## src/design/icache_pkg.sv

```systemverilog
`default_nettype none

package icache_pkg;

    // fetch ports with one cache each
    localparam int NUM_PORTS = 4;
    localparam int PORT_W = $clog2(NUM_PORTS);

    // tag above index above byte offset
    localparam int ADDR_W = 16;
    localparam int OFFSET_W = 2;
    localparam int INDEX_W = 4;
    localparam int TAG_W = ADDR_W - INDEX_W - OFFSET_W;
    localparam int NUM_LINES = 1 << INDEX_W;

    localparam int DATA_W = 32;

    typedef enum logic [1:0] {
        IDLE,
        LOOKUP,
        REFILL,
        FLUSH
    } cache_state_t;

endpackage

`default_nettype wire

```

## src/design/icache.sv

```systemverilog
`timescale 1ns/1ps
`default_nettype none

module icache
    import icache_pkg::*;
(
    input  logic              clk,
    input  logic              rst,

    input  logic              fetch_valid,
    input  logic [ADDR_W-1:0] fetch_addr,
    output logic              fetch_ready,
    output logic [DATA_W-1:0] fetch_data,
    input  logic              flush,

    output logic              miss_valid,
    output logic [ADDR_W-1:0] miss_addr,
    input  logic              miss_ack,
    input  logic [DATA_W-1:0] miss_data
);

    cache_state_t state;

    logic [ADDR_W-1:0]  req_addr;
    logic [INDEX_W-1:0] req_index;
    logic [TAG_W-1:0]   req_tag;
    logic               hit;

    logic [TAG_W-1:0]     tag_arr [NUM_LINES];
    logic [DATA_W-1:0]    data_arr [NUM_LINES];
    logic [NUM_LINES-1:0] valid;

    logic [INDEX_W-1:0] flush_idx;

    assign req_index = req_addr[OFFSET_W +: INDEX_W];
    assign req_tag = req_addr[ADDR_W-1 -: TAG_W];

    assign hit = valid[req_index] && (tag_arr[req_index] == req_tag);

    // data only counts while fetch_ready is high
    assign fetch_ready = (state == LOOKUP) && hit;
    assign fetch_data = data_arr[req_index];

    // one word per line so the refill address is just word aligned
    assign miss_valid = (state == REFILL);
    assign miss_addr = {req_addr[ADDR_W-1:OFFSET_W], {OFFSET_W{1'b0}}};

    always_ff @(posedge clk)
    begin
        if (rst)
        begin
            state <= IDLE;
            valid <= '0;
            flush_idx <= '0;
        end
        else
        begin
            case (state)
                IDLE:
                begin
                    if (flush)
                    begin
                        state <= FLUSH;
                        flush_idx <= '0;
                    end
                    else if (fetch_valid)
                    begin
                        state <= LOOKUP;
                    end
                end
                LOOKUP:
                begin
                    if (hit)
                    begin
                        state <= IDLE;
                    end
                    else
                    begin
                        state <= REFILL;
                    end
                end
                REFILL:
                begin
                    // line is written here and hits on the next cycle
                    if (miss_ack)
                    begin
                        state <= LOOKUP;
                        valid[req_index] <= 1'b1;
                    end
                end
                FLUSH:
                begin
                    valid[flush_idx] <= 1'b0;
                    flush_idx <= flush_idx + 1'b1;
                    if (flush_idx == INDEX_W'(NUM_LINES - 1))
                    begin
                        state <= IDLE;
                    end
                end
                default:
                begin
                    state <= IDLE;
                end
            endcase
        end
    end

    // request address latched when the fetch is taken
    always_ff @(posedge clk)
    begin
        if (state == IDLE && fetch_valid)
        begin
            req_addr <= fetch_addr;
        end
    end

    always_ff @(posedge clk)
    begin
        if (state == REFILL && miss_ack)
        begin
            tag_arr[req_index] <= req_tag;
            data_arr[req_index] <= miss_data;
        end
    end

endmodule

`default_nettype wire

```

## config.mk

```make
export PLATFORM = sky130hd
export DESIGN_NAME = icache
export DESIGN_NICKNAME = d
export VERILOG_FILES = /design/src/design/icache_pkg.sv /design/src/design/icache.sv
export SDC_FILE = /design/constraint.sdc
export NUM_CORES = 1
export LEC_CHECK = 0
export BUFFER_PORTS_ARGS = -buffer_cell sky130_fd_sc_hd__buf_4
export CAP_MARGIN = 15
export CORE_MARGIN = 2
export CORE_UTILIZATION = 55
export DETAILED_ROUTE_END_ITERATION = 8
export GPL_TIMING_DRIVEN = 0
export PLACE_DENSITY_LB_ADDON = 0.1
export REMOVE_ABC_BUFFERS = 1
export SYNTH_ARGS = -nofsm -noshare
export SYNTH_HDL_FRONTEND = slang
export SYNTH_SLANG_ARGS = --single-unit
```

## constraint.sdc

```tcl
create_clock -name clk -period 4.13 [get_ports clk]
set_input_delay 0.2065 -clock clk [delete_from_list [all_inputs] [get_ports clk]]
set_output_delay 0.2065 -clock clk [all_outputs]
set_load 0.01 [all_outputs]
```

==> qor.txt, run 1 <==
CP arrival: 3.78 ns
first-pass iteration count of the detailed router: 5
Leak Pwr: 10.2 nW
Final setup viols: 0
final hold vios: 0
Area Overhead vs Synth: 16.6%
hold_ws: 0.335 ns
Slowest-stage cell, CP: mux4_2
Worst Max-Slew Pin Slew: 1.03 ns
row count: 81
core area: 49000 um^2
first-pass GRT wire length: 84000 um
# Max-Cap Violations: 0
crit-path most repeated cell: buf_16
wire per inst: 27.4 um
RR Endpoint: state[1]$_SDFFE_PP0P_
initial antenna violation count: 0
Worst setup SP type: register
CTS max path bufs: 3
TritonCTS Buffers: 70
num ports: 103
element type at the critical path end: output pin
clock transition at the registers of the reported paths: 0.06 ns
global route overflow: 0
final cell count without fillers: 2087
cell count after synthesis: 1186
vias in the first global route: 13200
CTS tree: yes
Synth Warn #: 0
Global Route Usage Sum: 0.232
Slew Viols, Final: 0
n_diodes: 0
status: completed
DP Wirelength: 27100 um
fillers: 3202
die height: 227 um
RSZ-0062 raised after global routing: no
DR vias/cell: 6.08
synth top area cells: edfxtp_1 (76%), mux4_2 (16%), dfxtp_1 (1.9%)
Nets: 1431
Port Buffer Count: 98
Final Wtd Congestion: 0.779
Mean Syn Cell Area: 23.0 um^2
slowest stage delay, CP: 0.52 ns
Util after Layout: 0.649
Routed Wire Length: 57100 um
Critical Path RT: 3.92 ns
most frequent cell after synthesis: edfxtp_1
Yosys reg bits: 712
Worst slew margin: 0.309
worst-skew pair later-pin latency: 0.59 ns
largest net degree at the start of global routing: 47
hold path start: fetch_addr[7]
top-area cell type share of the netlist area: 0.757
Hold Path End: req_addr[7]$_DFFE_PP_
CP cell instances: buf_16 > buf_16 > buf_16 > mux4_2 > mux2i_1 > mux2i_1 > xnor2_1 > nand2_1 > or3_1 > nor4b_4 > buf_4
ys async rst share: 0
via count: 12700
synthesized area: 27200 um^2
HP Class: primary input to register
FF-to-FF setup slack: 1.27 ns
crit share post-route: 0.966
Setup CP Type: register to output pin
Layout Skew: 0.0175 ns
setup_tns: 0 ns
Yosys cell types: 48
number of flops mapped to enable cells by yosys: 686
full die area: 51300 um^2
prevailing post-synth register cell: edfxtp_1
R2R depth: 8
drt initial violations: 1408
# clock sinks: 712
layout cells sized above 1: 0.309
Max Fclk: 0.251 GHz
Synth area leader: edfxtp_1
total chip power: 0.0159 W
Max rail drop VDD: 0.332 mV
Hold Crit Depth: 2
Die W: 227 um
H-tree lvl count: 3
Initial Utilization: 0.556
Seq/Total Area, Yosys: 0.776
placed insts: 1907
top cells by count, synth: edfxtp_1 (686), mux4_2 (197), clkbuf_1 (29)
post-layout min period: 3.99 ns
CP max FO: 21
Post-route DRC: 0
Cell Pwr Density: 501 nW/um^2
CTS Root Cell: clkbuf_16
DRT antenna net count: 0
-- critical path, delay by kind of cell, from the launching register on --
family / cells / cell delay [ns]
buffers and inverters: 4 / 0.84
flip-flops: 1 / 0.37
multiplexers: 3 / 0.88
AND/OR/NAND/NOR: 3 / 0.88
XOR/XNOR: 1 / 0.20
-- worst max path at each step --
stage                     cells after the start     endpoint  startpoint  slack, ns
after detailed placement                     11  fetch_ready    register       0.17
after global placement                        8  fetch_ready    register      -8.38
after global routing                         11  fetch_ready    register       0.01
after CTS                                    11  fetch_ready    register       0.05
final                                        11  fetch_ready    register       0.14
after floorplan                               7  fetch_ready    register      -4.55
-- cells by family after synthesis --
| group | count (synthesis) | synth area share |
|---|---|---|
| mux | 232 | 0.177 |
| compound gates | 51 | 0.0111 |
| xor+xnor | 7 | 0.00225 |
| simple gates | 98 | 0.0180 |
| flops | 712 | 0.776 |
| buf+inv | 81 | 0.0136 |
| fa+ha+maj | 4 | 0.00184 |
| other cells | 1 | 0.000138 |
-- final cells by class --
| class | instances | area (um^2) | area share |
|---|---|---|---|
| Sequential cell | 712 | 21100 | 0.665 |
| Multi-Input combinational cell | 394 | 5770 | 0.182 |
| Clock buffer | 91 | 1900 | 0.0600 |
| Timing Repair Buffer | 175 | 1770 | 0.0559 |
| Tap cell | 664 | 831 | 0.0262 |
| Clock inverter | 30 | 230 | 0.00725 |
| Inverter | 21 | 116 | 0.00366 |
-- metal layers --
| layer | wire length, um | track usage | up-vias |
|---|---|---|---|
| met3 | 3510 | 0.0377 | 82 |
| met2 | 27700 | 0.361 | 432 |
| met4 | 1150 | 0.0683 | 0 |
| met5 | 0 | 0 | - |
| met1 | 24800 | 0.346 | 6783 |
| li1 | - | - | 5393 |
-- power breakdown --
| group | switching [W] | total [W] | internal, W |
|---|---|---|---|
| Clock | 0.00253 | 0.00601 | 0.00348 |
| Combinational | 0.000819 | 0.00178 | 0.000962 |
| Sequential | 0.000112 | 0.00812 | 0.00800 |
-- cells in the final DEF (no fill, tap or decap), types with 5 or more instances in the layout --
cell type        n
clkinv_1        18
clkbuf_16       73
mux2i_1         25
inv_4           15
a21oi_1         21
nand4_1          5
nand2b_1         6
dlygate4sd3_1   50
buf_4          103
nand3_1         14
edfxtp_1       686
xnor2_1          6
o21ai_0         15
nor2_1          19
clkinv_2         7
clkbuf_1        17
inv_1            6
mux2_2           7
nand2_1         24
nor2b_1          5
nor3_1           6
or3_1            7
mux4_2         197
buf_16           9
dfxtp_1         22
-- stage by stage --
| step | worst slack (ns) | instance area (um^2) |
|---|---|---|
| after floorplan | -4.55 | 26900 |
| after global placement | -8.38 | 28500 |
| after detailed placement | 0.174 | 28900 |
| after CTS | 0.0517 | 31700 |
| after global routing | 0.0125 | 31800 |
| final | 0.142 | 31800 |
-- state kept, by name, summed over array words and instances, names as in the netlist, named ones only --
signal	cells
valid	16
flush_idx	4
state	2
req_addr	14
tag_arr	160
data_arr	512
-- timing repair --
item | CTS | global route
hold buffers | 50 | 0
resized for setup | 0 | 1
buffers inserted | 6 | 0
endpoints found under the setup margin | 1 | 1
endpoints found under the hold margin | 552 | 0
cloned | 3 | 0
(Power assumes the default switching activity.)
==> run 2, diff against run 1 <==
Settings changed: CORE_UTILIZATION 55 to 50.
==> run 2 against run 1 <==
Register-to-register slack lost 0.10 ns. Utilization shrank 5.3 points. Clock skew shrank 0.0016 ns. First-iteration DRC count shrank 5.5%. Via count shrank 0.45%. Routed wire length grew 0.97%.
==> qor.txt, run 2 (same netlist as run 1, synthesis figures left out) <==
status: completed
total chip power: 0.0163 W
CP cell instances: buf_16 > mux4_2 > mux2i_1 > mux2i_1 > xnor2_1 > nand2_1 > or3_1 > nor4b_2 > buf_4
via count: 12600
setup_tns: 0 ns
first-pass iteration count of the detailed router: 5
most utilized layer in the global route result: met2
Logic pwr share: 0.106
DR vias/cell: 5.92
die height: 237 um
Hold Crit Depth: 4
Setup CP Type: register to output pin
largest net degree at the start of global routing: 56
core area: 53800 um^2
first-pass GRT wire length: 85600 um
Largest register FFs: 512
num ports: 103
global route overflow: 0
Die W: 237 um
Slowest-stage cell, CP: mux4_2
drt initial violations: 1330
TritonCTS Buffers: 74
Critical Path RT: 3.92 ns
post-layout min period: 3.79 ns
layout cells sized above 1: 0.313
# Max-Cap Violations: 0
crit share post-route: 0.918
Nets: 1437
most frequent cells in the layout: edfxtp_1 (686), mux4_2 (197), buf_4 (100), clkbuf_16 (82), dlygate4sd3_1 (50)
CP arrival: 3.58 ns
GR Util met3: 0.0338
Post-route DRC: 0
Util after Layout: 0.596
n_diodes: 0
met2 GRT Util: 0.325
full die area: 56300 um^2
HP Class: primary input to register
# clock sinks: 712
CTS Root Cell: clkbuf_16
R2R depth: 5
Area Overhead vs Synth: 17.7%
Cell Pwr Density: 508 nW/um^2
Worst setup SP type: register
met1 Resource Use GR: 0.317
Max Fclk: 0.264 GHz
Slew Viols, Final: 0
element type at the critical path end: output pin
Global Route Usage Sum: 0.212
vias in the first global route: 13200
CTS tree: yes
CP max FO: 45
Regs by FF count: data_arr x512, tag_arr x160, valid x16
commonest non-fill, non-tap cell in the layout: edfxtp_1
initial antenna violation count: 0
Layout Skew: 0.0159 ns
crit-path most repeated cell: mux2i_1
internal power: 0.0128 W
Worst Max-Slew Pin Slew: 0.927 ns
Port Buffer Count: 98
DRT antenna net count: 0
wire per inst: 27.0 um
DP Wirelength: 28300 um
Sw Pwr: 0.00353 W
Routed Wire Length: 57600 um
Max rail drop VDD: 0.394 mV
slowest stage delay, CP: 0.55 ns
Worst slew margin: 0.382
CTS max path bufs: 3
Clock Power Share: 0.395
Initial Utilization: 0.506
row count: 85
switching part of the total: 0.217
Final setup viols: 0
worst-skew pair later-pin latency: 0.60 ns
sequential power share: 0.499
clock transition at the registers of the reported paths: 0.06 ns
Final Wtd Congestion: 0.747
fillers: 3854
final hold vios: 0
H-tree lvl count: 3
# resized after CTS: 0
hold_ws: 0.0739 ns
Leak Pwr: 10.3 nW
most flop-heavy register: data_arr
RSZ-0062 raised after global routing: no
run 2: changes by cell type in the layout (fill, tap and decap cells not counted), moves of 2 or more:
| cell | change |
|---|---|
| clkinv_1 | +2 |
| buf_6 | +4 |
| buf_8 | -2 |
| clkbuf_16 | +9 |
| bufbuf_16 | -3 |
| buf_4 | -3 |
| buf_16 | +4 |
| clkbuf_1 | +3 |
run 2: final cells by class:
type,instances,area [um^2],share of cell area
Clock buffer,102,2120,0.0660
Multi-Input combinational cell,394,5760,0.180
Sequential cell,712,21100,0.659
Clock inverter,32,238,0.00742
Tap cell,696,871,0.0272
Inverter,21,116,0.00363
Timing Repair Buffer,177,1820,0.0569
run 2: final timing paths:
kind                                            start                         end  slack [ns]
worst max-delay path                         register                 fetch_ready        0.34
worst max register to register  state[1]$_SDFFE_PP0P_  data_arr[13][16]$_DFFE_PP_        1.17
worst min-delay path                            flush   flush_idx[2]$_SDFFE_PP0P_        0.07
worst min register to register  valid[5]$_SDFFE_PP0P_       valid[5]$_SDFFE_PP0P_        0.49
run 2: stage by stage:
step / instances / cell area [um^2] / setup WS [ns]
CTS: 2131 / 32000 / 0.128
finish: 2134 / 32100 / 0.340
global placement: 1921 / 28500 / -8.32
floorplan: 1127 / 26900 / -4.55
global route: 2134 / 32100 / 0.0469
detailed placement: 1946 / 29100 / 0.578
run 2: repair_timing:
item / 4_1_cts / 5_1_grt
endpoints found under the setup margin: 1 / 1
hold buffers: 50 / 0
endpoints found under the hold margin: 552 / 0
setup buffers: 1 / 3
run 2: power by group through the flow:
stage	clock, W	combinational, W	sequential (W)
global route	0.00688	0.00186	0.00813
detailed placement	0	0.00166	0.00831
floorplan	0	0.00109	0.00841
CTS	0.00657	0.00173	0.00814
finish	0.00643	0.00173	0.00812
global placement	0	0.00171	0.00857
run 2: critical path: cells and delay by family (launching register included):
| family | cells | cell delay, ns |
|---|---|---|
| xor+xnor | 1 | 0.25 |
| buf+inv | 2 | 0.52 |
| flops | 1 | 0.53 |
| mux | 3 | 0.81 |
| simple gates | 3 | 0.84 |
run 2: metal layers:
metal  share of wire  up-vias  routed length, um
met5               0        -                  0
met4           0.022        0               1250
li1                -     5427                  -
met2            0.47      388              27300
met1            0.45     6737              25900
met3           0.055       81               3170
